<file path="src/hdl/ctrlPkg.sv">
package ctrlPkg;

    // opcode and funct field width
    localparam int FieldW = 6;

    // step counter width
    localparam int StepW = 5;

    // R-type opcode and the supported funct codes
    localparam logic [FieldW-1:0] OpRType     = 6'd0;
    localparam logic [FieldW-1:0] FunctAdd    = 6'd32;
    localparam logic [FieldW-1:0] FunctSub    = 6'd34;
    localparam logic [FieldW-1:0] FunctAnd    = 6'd36;
    localparam logic [FieldW-1:0] FunctSlt    = 6'd42;
    localparam logic [FieldW-1:0] FunctJr     = 6'd8;
    localparam logic [FieldW-1:0] FunctRte    = 6'd19;
    localparam logic [FieldW-1:0] FunctBreak  = 6'd13;

    // phase lengths outside fetch
    localparam int PcUpdateSteps = 1;
    localparam int DecodeSteps   = 3;
    localparam int ExecStepsFull = 2;
    localparam int ExecStepsRte  = 1;

    typedef enum logic [2:0] {
        phReset,
        phFetch,
        phPcUpdate,
        phDecode,
        phExecute
    } Phase;

    typedef enum logic [2:0] {
        opAdd,
        opSub,
        opAnd,
        opSlt,
        opJumpReg,
        opExcReturn,
        opBreak,
        opUnsupported
    } OpKind;

    typedef enum logic [1:0] {
        srcAPc   = 2'd0,
        srcARegA = 2'd2
    } AluSrcA;

    typedef enum logic [1:0] {
        srcBRegB = 2'd0,
        srcBFour = 2'd1
    } AluSrcB;

    typedef enum logic [2:0] {
        aluPass = 3'd0,
        aluAdd  = 3'd1,
        aluSub  = 3'd2,
        aluAnd  = 3'd3,
        aluSlt  = 3'd7
    } AluOp;

    // JR and RTE both take the PC from the register path
    typedef enum logic [2:0] {
        pcFromAlu = 3'd0,
        pcFromReg = 3'd5
    } PcSrc;

    typedef enum logic [1:0] {
        dstNone    = 2'd0,
        dstDefault = 2'd1,
        dstRd      = 2'd3
    } RegDstSel;

    typedef enum logic [3:0] {
        wdNone    = 4'd0,
        wdAluWord = 4'd5,
        wdSltBit  = 4'd9,
        wdReset   = 4'd10
    } WriteDataSel;

    typedef struct packed {
        logic        pcWrite;
        logic        memRead;
        logic        irWrite;
        logic        regWrite;
        logic        aluOutWrite;
        AluSrcA      aluSrcA;
        AluSrcB      aluSrcB;
        AluOp        aluOp;
        PcSrc        pcSrc;
        RegDstSel    regDstSel;
        WriteDataSel writeDataSel;
    } CtrlWord;

endpackage

</file>
<file path="src/hdl/instrDecoder.sv">
`timescale 1ns/100ps

module instrDecoder
    import ctrlPkg::*;
(
    input  logic [FieldW-1:0] opcode,
    input  logic [FieldW-1:0] funct,
    output OpKind             opKind
);

    always_comb begin
        opKind = opUnsupported;
        // funct picks the operation within R-type
        if (opcode == OpRType) begin
            case (funct)
                FunctAdd: begin
                    opKind = opAdd;
                end
                FunctSub: begin
                    opKind = opSub;
                end
                FunctAnd: begin
                    opKind = opAnd;
                end
                FunctSlt: begin
                    opKind = opSlt;
                end
                FunctJr: begin
                    opKind = opJumpReg;
                end
                FunctRte: begin
                    opKind = opExcReturn;
                end
                FunctBreak: begin
                    opKind = opBreak;
                end
                default: begin
                    opKind = opUnsupported;
                end
            endcase
        end
    end

endmodule

</file>
<file path="src/hdl/phaseSequencer.sv">
`timescale 1ns/100ps

module phaseSequencer
    import ctrlPkg::*;
#(
    parameter int FetchWait = 3
) (
    input  logic             clk,
    input  logic             reset,
    input  OpKind            opKind,
    output Phase             phase,
    output logic [StepW-1:0] step,
    output OpKind            execOp,
    output logic             resetOut
);

    // index of the final execute step for the latched op
    logic [StepW-1:0] execLast;
    logic             lastStep;
    Phase             nextPhase;

    always_comb begin
        case (phase)
            phFetch: begin
                lastStep = (step == StepW'(FetchWait - 1));
            end
            phPcUpdate: begin
                lastStep = (step == StepW'(PcUpdateSteps - 1));
            end
            phDecode: begin
                lastStep = (step == StepW'(DecodeSteps - 1));
            end
            phExecute: begin
                lastStep = (step == execLast);
            end
            default: begin
                lastStep = 1'b1;
            end
        endcase
    end

    always_comb begin
        case (phase)
            phFetch: begin
                nextPhase = phPcUpdate;
            end
            phPcUpdate: begin
                nextPhase = phDecode;
            end
            phDecode: begin
                // unsupported ops have no execute phase
                nextPhase = (opKind == opUnsupported) ? phFetch : phExecute;
            end
            default: begin
                nextPhase = phFetch;
            end
        endcase
    end

    always_ff @(posedge clk) begin
        if (reset) begin
            phase    <= phReset;
            step     <= '0;
            resetOut <= 1'b1;
        end else begin
            resetOut <= 1'b0;
            if (lastStep) begin
                phase <= nextPhase;
                step  <= '0;
            end else begin
                step <= step + 1'b1;
            end
        end
    end

    // op sampled in the last decode cycle
    always_ff @(posedge clk) begin
        if (phase == phDecode && lastStep) begin
            execOp <= opKind;
            if (opKind == opExcReturn) begin
                execLast <= StepW'(ExecStepsRte - 1);
            end else begin
                execLast <= StepW'(ExecStepsFull - 1);
            end
        end
    end

endmodule

</file>
<file path="src/hdl/controlWordGen.sv">
`timescale 1ns/100ps

module controlWordGen
    import ctrlPkg::*;
#(
    parameter int FetchWait = 3
) (
    input  Phase             phase,
    input  logic [StepW-1:0] step,
    input  OpKind            execOp,
    output CtrlWord          ctrl
);

    always_comb begin
        ctrl = '0;
        case (phase)
            phReset: begin
                ctrl.irWrite      = 1'b1;
                ctrl.regDstSel    = dstDefault;
                ctrl.writeDataSel = wdReset;
            end

            phFetch: begin
                // memory read while the ALU forms PC+4
                if (step < StepW'(FetchWait)) begin
                    ctrl.memRead   = 1'b1;
                    ctrl.aluSrcB   = srcBFour;
                    ctrl.aluOp     = aluAdd;
                    ctrl.regDstSel = dstDefault;
                end
            end

            phPcUpdate: begin
                ctrl.pcWrite   = 1'b1;
                ctrl.irWrite   = 1'b1;
                ctrl.regDstSel = dstDefault;
            end

            phDecode: begin
                if (step == StepW'(0)) begin
                    ctrl.aluSrcB   = srcBFour;
                    ctrl.aluOp     = aluAdd;
                    ctrl.regDstSel = dstDefault;
                end else if (step == StepW'(1)) begin
                    ctrl.aluOutWrite = 1'b1;
                    ctrl.regDstSel   = dstDefault;
                end
            end

            phExecute: begin
                case (execOp)
                    opAdd, opSub, opAnd, opSlt: begin
                        if (step == StepW'(0)) begin
                            ctrl.aluSrcA = srcARegA;
                            case (execOp)
                                opSub: begin
                                    ctrl.aluOp = aluSub;
                                end
                                opAnd: begin
                                    ctrl.aluOp = aluAnd;
                                end
                                opSlt: begin
                                    ctrl.aluOp = aluSlt;
                                end
                                default: begin
                                    ctrl.aluOp = aluAdd;
                                end
                            endcase
                        end else if (step == StepW'(1)) begin
                            // write back to rd
                            ctrl.regWrite     = 1'b1;
                            ctrl.regDstSel    = dstRd;
                            ctrl.writeDataSel = (execOp == opSlt) ? wdSltBit : wdAluWord;
                        end
                    end
                    opBreak: begin
                        // step back to the break address, then load PC
                        if (step == StepW'(0)) begin
                            ctrl.aluSrcB = srcBFour;
                            ctrl.aluOp   = aluSub;
                        end else if (step == StepW'(1)) begin
                            ctrl.pcWrite = 1'b1;
                            ctrl.pcSrc   = pcFromAlu;
                        end
                    end
                    opJumpReg: begin
                        if (step == StepW'(0)) begin
                            ctrl.aluSrcA = srcARegA;
                        end else if (step == StepW'(1)) begin
                            ctrl.pcWrite = 1'b1;
                            ctrl.pcSrc   = pcFromReg;
                        end
                    end
                    opExcReturn: begin
                        if (step == StepW'(0)) begin
                            ctrl.pcWrite = 1'b1;
                            ctrl.pcSrc   = pcFromReg;
                        end
                    end
                    default: begin
                        ctrl = '0;
                    end
                endcase
            end

            default: begin
                ctrl = '0;
            end
        endcase
    end

endmodule

</file>
<file path="src/hdl/controlUnit.sv">
`timescale 1ns/100ps

module controlUnit
    import ctrlPkg::*;
#(
    parameter int FetchWait = 3
) (
    input  logic              clk,
    input  logic              reset,
    input  logic [FieldW-1:0] opcode,
    input  logic [FieldW-1:0] funct,
    output CtrlWord           ctrl,
    output logic              resetOut
);

    OpKind            opKind;
    OpKind            execOp;
    Phase             phase;
    logic [StepW-1:0] step;

    instrDecoder instrDecoder_i (
        .opcode (opcode),
        .funct  (funct),
        .opKind (opKind)
    );

    phaseSequencer #(
        .FetchWait (FetchWait)
    ) phaseSequencer_i (
        .clk      (clk),
        .reset    (reset),
        .opKind   (opKind),
        .phase    (phase),
        .step     (step),
        .execOp   (execOp),
        .resetOut (resetOut)
    );

    // word is combinational from the sequencer registers
    controlWordGen #(
        .FetchWait (FetchWait)
    ) controlWordGen_i (
        .phase  (phase),
        .step   (step),
        .execOp (execOp),
        .ctrl   (ctrl)
    );

endmodule

</file>
<file path="config.mk">
export PLATFORM = sky130hd
export DESIGN_NAME = controlUnit
export DESIGN_NICKNAME = d
export VERILOG_FILES = /design/src/hdl/ctrlPkg.sv /design/src/hdl/instrDecoder.sv /design/src/hdl/phaseSequencer.sv /design/src/hdl/controlWordGen.sv /design/src/hdl/controlUnit.sv
export SDC_FILE = /design/constraint.sdc
export NUM_CORES = 1
export LEC_CHECK = 0
export BUFFER_PORTS_ARGS = -buffer_cell sky130_fd_sc_hd__buf_2
export CAP_MARGIN = 10
export CELL_PAD_IN_SITES_DETAIL_PLACEMENT = 1
export CELL_PAD_IN_SITES_GLOBAL_PLACEMENT = 2
export CORE_MARGIN = 8
export CORE_UTILIZATION = 29
export DETAILED_ROUTE_END_ITERATION = 8
export PLACE_DENSITY = 0.83
export SYNTH_ARGS = -nofsm -noshare
export SYNTH_HDL_FRONTEND = slang
export SYNTH_SLANG_ARGS = --single-unit
</file>
<file path="constraint.sdc">
create_clock -name clk -period 4.75 [get_ports clk]
set_input_delay 0.475 -clock clk [delete_from_list [all_inputs] [get_ports clk]]
set_output_delay 0.475 -clock clk [all_outputs]
set_load 0.005 [all_outputs]
</file>
# Word level (Yosys, flattened, before mapping)
# Index checks and enable logic that the tools add are counted.
# op_classes
n_addsub	1
magnitude_cmp	1
n_eq_ne	22
n_mux	43
reduce_logical	11
# ops
op	n
$eq 6x6->1 const B	4
$mux 3	7
$pmux 3 s7	1
$eq 3x3->1 const B	6
$mux 6	3
$pmux 3 s3	2
$mux 4	4
$pmux 5 s3	1
$mux 1	13
$eq 3x2->1 const B	4
$eq 6x4->1 const B	2
$pmux 3 s2	2
$mux 2	5
$pmux 2 s4	1
$pmux 4 s2	1
$reduce_or 2->1	4
$eq 3x1->1 const B	2
$eq 6x5->1 const B	1
$logic_not 3->1	2
$logic_not 6->1	1
$add 5x1->5 const B	1
$eq 5x1->1 const B	1
$eq 5x2->1 const B	1
$eq 5x5->1	1
7 further kinds	8
# word_totals
ff_bits	17
inputBits	14
output_inout_bits	22

# Longest topological paths before layout
# Gate-level depths: netlist (run 1).
# logic_depth
depth_word	6
depth_mapped	7

# Cells and area by module
# From an unflattened synthesis (run 1), not the netlist that was laid out.
# unflattened
hier_cells	126
area_unflattened_um2	1077.3
# by_module_without_submodules
module	instances	cells_each	area_each_um2	seq_area_each_um2
phaseSequencer	1	55	610.6	300.3
controlWordGen	1	46	291.5	0.0
instrDecoder	1	25	175.2	0.0

# Worst setup path before layout (run 1)
# No wires, ideal clock.
# synth_path
path_type	reg2out
startpoint	register phaseSequencer_i.step[0]
endpoint	output port ctrl[3] (netlist bit)
arrival_time_ps	1549
required_time_ps	4275
setup_slack_ps	2726
stages_incl_launch_ff	7
path_buffers	1
path_cell_list	dfxtp_1 > inv_1 > ha_1 > nand2b_1 > or4_4 > buf_6 > o22ai_2
# synth_rtl
element	line_no	text
start, declared	phaseSequencer.sv:12	output logic [StepW-1:0] step,
start signal, assigned	phaseSequencer.sv:71	step <= step + 1'b1;
end, declared	controlUnit.sv:12	output CtrlWord ctrl,

==> qor.txt, run 1 <==
Status = finished clean
Resized Gates After CTS = 0
Post-route clock period utilization = 0.5344
Crit path launch type = flip-flop
DR vias/cell = 4.902
Routed Antenna Nets = 0
H-tree depth = 1
# hold bufs at CTS = 0
Area Growth Syn to Fin = 20.68%
Crit path DAT = 2.06 ns
Final setup TNS = 0 ns
Die area = 5576 sq um
Cells along the critical path = inv_1, ha_1, nand2b_1, or4_4, o22ai_2, buf_2
Nets = 176
Num CTS Buffers = 3
Number of max-cap violations = 0
Max-slew violation count = 0
Power Dens Cells = 185.9 nW/um^2
Peak Freq = 394.0 MHz
Worst skew pair latency = 0.29 ns
Maximum vdd ir drop = 66.26 uV
Starting Density = 0.3016
Boundary Pins = 36
Vias in the first global route = 982
Drt wl/cell = 13.71 microns
LEAKAGE = 0.5009 nW
All-Layer GR Usage = 0.1041
Yosys top cell area share = 0.1805
DIE WIDTH = 74.68 microns
Core area = 3311 sq um
CTS tree = done
Die H = 74.68 microns
First-pass GRT wire length = 4.560 mm
Post-CTS Setup Repair Bufs = 0
Dpl hpwl = 2.338 mm
GPL Wtd Cong = 0.7946
Via Count = 1,000
Cell Rows = 21
CP max FO = 8
Synth top area cells = dfxtp_1, edfxtp_1, nand3_1, nor3_1, nor3b_1
Worst Setup End Kind = primary output
Min-delay worst type = input pin to flip-flop
IO buf count = 32
Crit path buffers/inverters = 2
Kind of cell adding the most delay to the critical path = simple AND/OR/NAND/NOR gates
Clock skew = 0.01125 ns
Drt drc = 0
Slew headroom = 0.5440
Cell Area, Synth = 998.5 sq um
Worst reg2reg setup slack = 2.59 ns
Hold Vio Cnt, Final = 0
CP required = 4.28 ns
Pwr Total = 224.0 uW
Largest net degree at the start of global routing = 15
Initial antenna violation count = 0
DRT iter0 DRCs = 30
Post-synthesis sequential area ratio = 0.3008
Total gr overflow = 0
CTS max path bufs = 2
Post-layout util = 0.3639
CTS Sinks = 13
Unique masters post-synth = 39
Slowest-stage cell, CP = dfxtp_1
Post-Synthesis Cells = 126
Synth area leader = dfxtp_1
Post-Route WL = 2.796 mm
Setup CP Type = flip-flop to primary output
Pre-CTS setup slack = 2.511 ns
Share of layout cells above drive strength 1 = 0.2595
FF+latch count, synth = 13
Synth Warn # = 0
Pre-antenna DRT Iters = 4
CP max stage delay = 0.50 ns
Setup violators final = 0
Worst slew pin tran = 0.6799 ns
Fill cell count = 449
Unrepaired setup endpoints after global routing = false
Final min period = 2.538 ns
Final setup margin = 2.212 ns
Clk slew on worst S/H paths = 0.09 ns
DP Area = 1179 sq um
Finished layout cell area = 1205 sq um
Root Buffer = clkbuf_4
Mean Syn Cell Area = 7.924 sq um
Ant diodes = 0
-- synth_stat cells --
cell type,instances
or4b_2,1
buf_1,1
xor2_1,3
or4_4,1
o2bb2ai_1,2
nor4_1,1
o31ai_1,2
and3b_1,1
conb_1,1
and2_1,1
xnor2_1,2
nand3_1,10
o21bai_1,1
nor4bb_1,2
nor2b_1,5
o21ai_0,5
nor2_1,8
nand4b_1,1
ha_1,3
a21oi_2,1
a22o_1,1
a31oi_1,3
o31a_1,1
nand2b_1,4
nand2_1,8
or3b_4,1
nor3_1,10
nand4_1,2
o22ai_2,1
buf_4,4
nor3b_1,6
or2_2,1
buf_6,1
or3_1,1
a21oi_1,7
a211oi_1,1
dfxtp_1,9
inv_1,9
edfxtp_1,4
-- metal layers --
layer | up-vias | global-route usage | part of all wire | wire length, microns
met5 | - | 0 | 0 | 0
met4 | 0 | 0.05217 | 0.019 | 53
met3 | 5 | 0.03462 | 0.085 | 239
met2 | 31 | 0.1578 | 0.43 | 1209
met1 | 452 | 0.1280 | 0.46 | 1294
li1 | 512 | - | - | -
-- worst reg2reg max path, delay by kind of cell, from the launching register on --
family,cells,cell delay [ns]
AND/OR/NAND/NOR,2,0.76
adder cells (fa/ha/maj),1,0.25
flip-flops,1,0.36
buffers and inverters,1,0.14
AO/OA/AOI/OAI,1,0.51
-- final cells by class --
type | instances | area, sq um | area share
Multi-Input combinational cell | 100 | 626.9 | 0.5202
Sequential cell | 13 | 300.3 | 0.2492
Timing Repair Buffer | 32 | 160.2 | 0.1329
Tap cell | 46 | 57.56 | 0.04777
Inverter | 9 | 33.78 | 0.02804
Clock buffer | 4 | 26.28 | 0.02181
-- where the power goes --
part	total [mW]	internal [mW]	switching, mW
registers	0.118	0.115	0.00295
clock network	0.0706	0.0327	0.0379
logic	0.0350	0.0162	0.0188
total	0.224	0.164	0.0597
-- registers in the layout, indices dropped and copies added, names as in the netlist --
signal,flops
phaseSequencer_i.execLast,1
phaseSequencer_i.phase,3
phaseSequencer_i.resetOut,1
phaseSequencer_i.execOp,3
phaseSequencer_i.step,5
-- placed cells by master, fill, tap and decap left out, types with 2 or more instances in the layout --
cell	Yosys	final
nand4_1	2	2
nor3b_1	6	6
ha_1	3	3
a21oi_1	7	7
nand2_1	8	8
nor4bb_1	2	2
clkbuf_4	0	3
o2bb2ai_1	2	2
nand2b_1	4	4
o31ai_1	2	2
buf_2	0	32
nor3_1	10	10
edfxtp_1	4	4
dfxtp_1	9	9
nand3_1	10	10
o21ai_0	5	5
nor2b_1	5	5
conb_1	1	3
xnor2_1	2	2
nor2_1	8	8
inv_1	9	9
a31oi_1	3	3
xor2_1	3	3
-- path summary, 6_finish.rpt --
check,from,endpoint,cells after the start
setup / recovery,phaseSequencer_i.step[0]$_SDFF_PP0_,ctrl[3],6
hold / removal,reset,phaseSequencer_i.resetOut$_DFF_P_,1
setup reg to reg,phaseSequencer_i.step[1]$_SDFF_PP0_,phaseSequencer_i.step[3]$_SDFF_PP0_,5
hold reg to reg,phaseSequencer_i.phase[2]$_SDFFE_PP0P_,phaseSequencer_i.phase[1]$_SDFFE_PP0P_,1
-- per-stage QoR --
stage	instances	hold slack [ns]
floorplan	128	0.4816
global placement	200	0.5536
detailed placement	200	0.5716
CTS	204	0.3647
global route	204	0.3666
finish	204	0.3681
-- kinds of logic after synthesis --
kind of cell,after synthesis,share of synthesized area
XOR/XNOR,5,0.04387
flip-flops,13,0.3008
other,1,0.003756
adder cells (fa/ha/maj),3,0.03760
AND/OR/NAND/NOR,64,0.3697
AO/OA/AOI/OAI,25,0.1654
buffers and inverters,15,0.07894
No activity file was read; power rests on OpenSTA's default activity.
==> inputs of run 2 (changes only) <==
--- a/config.mk
+++ b/config.mk
@@ -10,9 +10,9 @@
 export CELL_PAD_IN_SITES_DETAIL_PLACEMENT = 1
 export CELL_PAD_IN_SITES_GLOBAL_PLACEMENT = 2
 export CORE_MARGIN = 8
-export CORE_UTILIZATION = 29
+export CORE_UTILIZATION = 27
 export DETAILED_ROUTE_END_ITERATION = 8
-export PLACE_DENSITY = 0.83
+export PLACE_DENSITY = 0.78
 export SYNTH_ARGS = -nofsm -noshare
 export SYNTH_HDL_FRONTEND = slang
 export SYNTH_SLANG_ARGS = --single-unit
==> constraint.sdc (replaced) <==
create_clock -name clk -period 2.35 [get_ports clk]
set_input_delay 0.235 -clock clk [delete_from_list [all_inputs] [get_ports clk]]
set_output_delay 0.235 -clock clk [all_outputs]
set_load 0.005 [all_outputs]
==> run 2 against run 1 <==
Against the previous run: non-clock buffer count rose by 4; register-to-register slack got worse by 2.2 ns; global-route usage fell by 0.10 points; clock power rose to 2.9 times the previous value; combinational power rose by 110%; clock-buffer cell count did not move; setup slack got worse by 2.0 ns; critical endpoint unchanged; clock skew fell by 0.0095 ns; sequential power rose by 100%; first-iteration DRC count rose by 10%; flip-flop and latch count did not move; critical path type unchanged; critical path depth did not move.
==> qor.txt, run 2 (synthesized netlist as in run 1, its figures left out) <==
Metal2 WL = 1.292 mm
DRT iter0 DRCs = 33
Core area = 3606 sq um
Seq pwr share = 0.458
Status = finished clean
CTS Sinks = 13
Worst Setup End Kind = primary output
Met3 WL = 261 microns
Metal-1 WL = 1.427 mm
CP max stage delay = 0.47 ns
Final setup TNS = 0 ns
CTS tree = done
H-tree depth = 1
Setup violators final = 0
Post-layout util = 0.3487
Slew headroom = 0.5915
CP required = 2.12 ns
Power Dens Cells = 415.0 nW/um^2
Boundary Pins = 36
Total gr overflow = 0
Max Used Layer = met4
GPL Wtd Cong = 0.7756
Peak Freq = 460.4 MHz
CTS max path bufs = 2
Unrepaired setup endpoints after global routing = false
Routed Antenna Nets = 0
First-pass GRT wire length = 5.126 mm
P_sw = 132.4 uW
Drt drc = 0
Clk slew on worst S/H paths = 0.06 ns
Via Count = 1,028
CP max FO = 6
Root Buffer = clkbuf_8
Number of max-cap violations = 0
All-Layer GR Usage = 0.1031
Vias in the first global route = 1,106
Die H = 76.81 microns
Logic pwr share = 0.144
Final min period = 2.172 ns
DIE WIDTH = 76.81 microns
LEAKAGE = 0.5279 nW
Max-slew violation count = 0
Crit path DAT = 1.94 ns
Maximum vdd ir drop = 134.0 uV
Starting Density = 0.2769
Largest regs = phaseSequencer_i.step: 5 flops, phaseSequencer_i.execOp: 3 flops, phaseSequencer_i.phase: 3 flops
# hold bufs at CTS = 0
Ant diodes = 0
Share of layout cells above drive strength 1 = 0.2840
Commonest non-fill, non-tap cell in the layout = buf_2
Hold Vio Cnt, Final = 0
WHS = 0.1628 ns
Die area = 5900 sq um
Initial antenna violation count = 0
Pre-antenna DRT Iters = 4
Cells along the critical path = inv_1, ha_1, nand2b_1, or4_4, o22ai_2, buf_2
Min-delay worst type = input pin to flip-flop
Post-route clock period utilization = 0.9243
P_int = 389.4 uW
Most flops, register = phaseSequencer_i.step
Drt wl/cell = 14.50 microns
Post-CTS Setup Repair Bufs = 0
Largest net degree at the start of global routing = 14
Dpl hpwl = 2.516 mm
Nets = 180
Resized Gates After CTS = 0
Most frequent cells in the layout = buf_2, nor3_1, nand3_1
Worst slew pin tran = 0.6091 ns
Num CTS Buffers = 3
IO buf count = 32
Setup CP Type = flip-flop to primary output
Final setup margin = 0.1780 ns
Worst skew pair latency = 0.25 ns
Finished layout cell area = 1257 sq um
Cell Rows = 22
Clock share of power = 0.399
DP Area = 1211 sq um
Switch share = 0.2538
Worst reg2reg setup slack = 0.42 ns
Clock skew = 0.001709 ns
Crit path launch type = flip-flop
Pre-CTS setup slack = 0.3964 ns
DR vias/cell = 4.895
Slowest-stage cell, CP = or4_4
Area Growth Syn to Fin = 25.94%
Max FFs per register = 5
Post-Route WL = 3.044 mm
-- run 2: changes by cell type in the layout (fill, tap and decap cells not counted), sizes merged --
cell,previous run,this run
buf,32,36
-- run 2: path summary, 6_finish.rpt --
kind / startpoint / end / cells past startpoint
setup / recovery: phaseSequencer_i.step[1]$_SDFF_PP0_ / ctrl[3] / 6
hold / removal: reset / phaseSequencer_i.resetOut$_DFF_P_ / 1
setup reg to reg: phaseSequencer_i.step[1]$_SDFF_PP0_ / phaseSequencer_i.step[2]$_SDFF_PP0_ / 6
hold reg to reg: phaseSequencer_i.step[0]$_SDFF_PP0_ / phaseSequencer_i.step[0]$_SDFF_PP0_ / 1
-- run 2: metrics by stage --
stage / power (mW) / cells
final: 0.5219 / 210
after global routing: 0.5433 / 210
after CTS: 0.5295 / 210
after detailed placement: 0.3188 / 206
after global placement: 0.3170 / 206
after floorplan: 0.2834 / 128
-- run 2: routing by layer --
metal,GRT usage,vias to the layer above
met5,0,-
met4,0.05192,0
met3,0.03846,5
met2,0.1606,38
met1,0.1204,466
li1,-,519
-- run 2: critical path: cells and delay by family (launching register included) --
family / cells / cell delay [ns]
compound gates: 1 / 0.12
fa+ha+maj: 1 / 0.25
buf+inv: 2 / 0.25
flops: 1 / 0.40
simple gates: 2 / 0.66
-- run 2: layout make-up --
| class | instances | area (sq um) |
|---|---|---|
| clock buffers | 4 | 45.04 |
| repair buffers | 36 | 190.2 |
| flip-flops and latches | 13 | 301.5 |
| inverters | 9 | 33.78 |
| fillers | 465 | 2349 |
| well taps | 48 | 60.06 |
| multi-input cells | 100 | 626.9 |
-- run 2: power groups by stage --
| stage | sequential [mW] | clock (mW) | combinational, mW |
|---|---|---|---|
| 3_5_place_dp | 0.243 | 0 | 0.0755 |
| 4_1_cts | 0.238 | 0.215 | 0.0757 |
| 2_1_floorplan | 0.242 | 0 | 0.0409 |
| 5_1_grt | 0.239 | 0.221 | 0.0835 |
| 3_3_place_gp | 0.243 | 0 | 0.0740 |
| 6_report | 0.239 | 0.208 | 0.0749 |
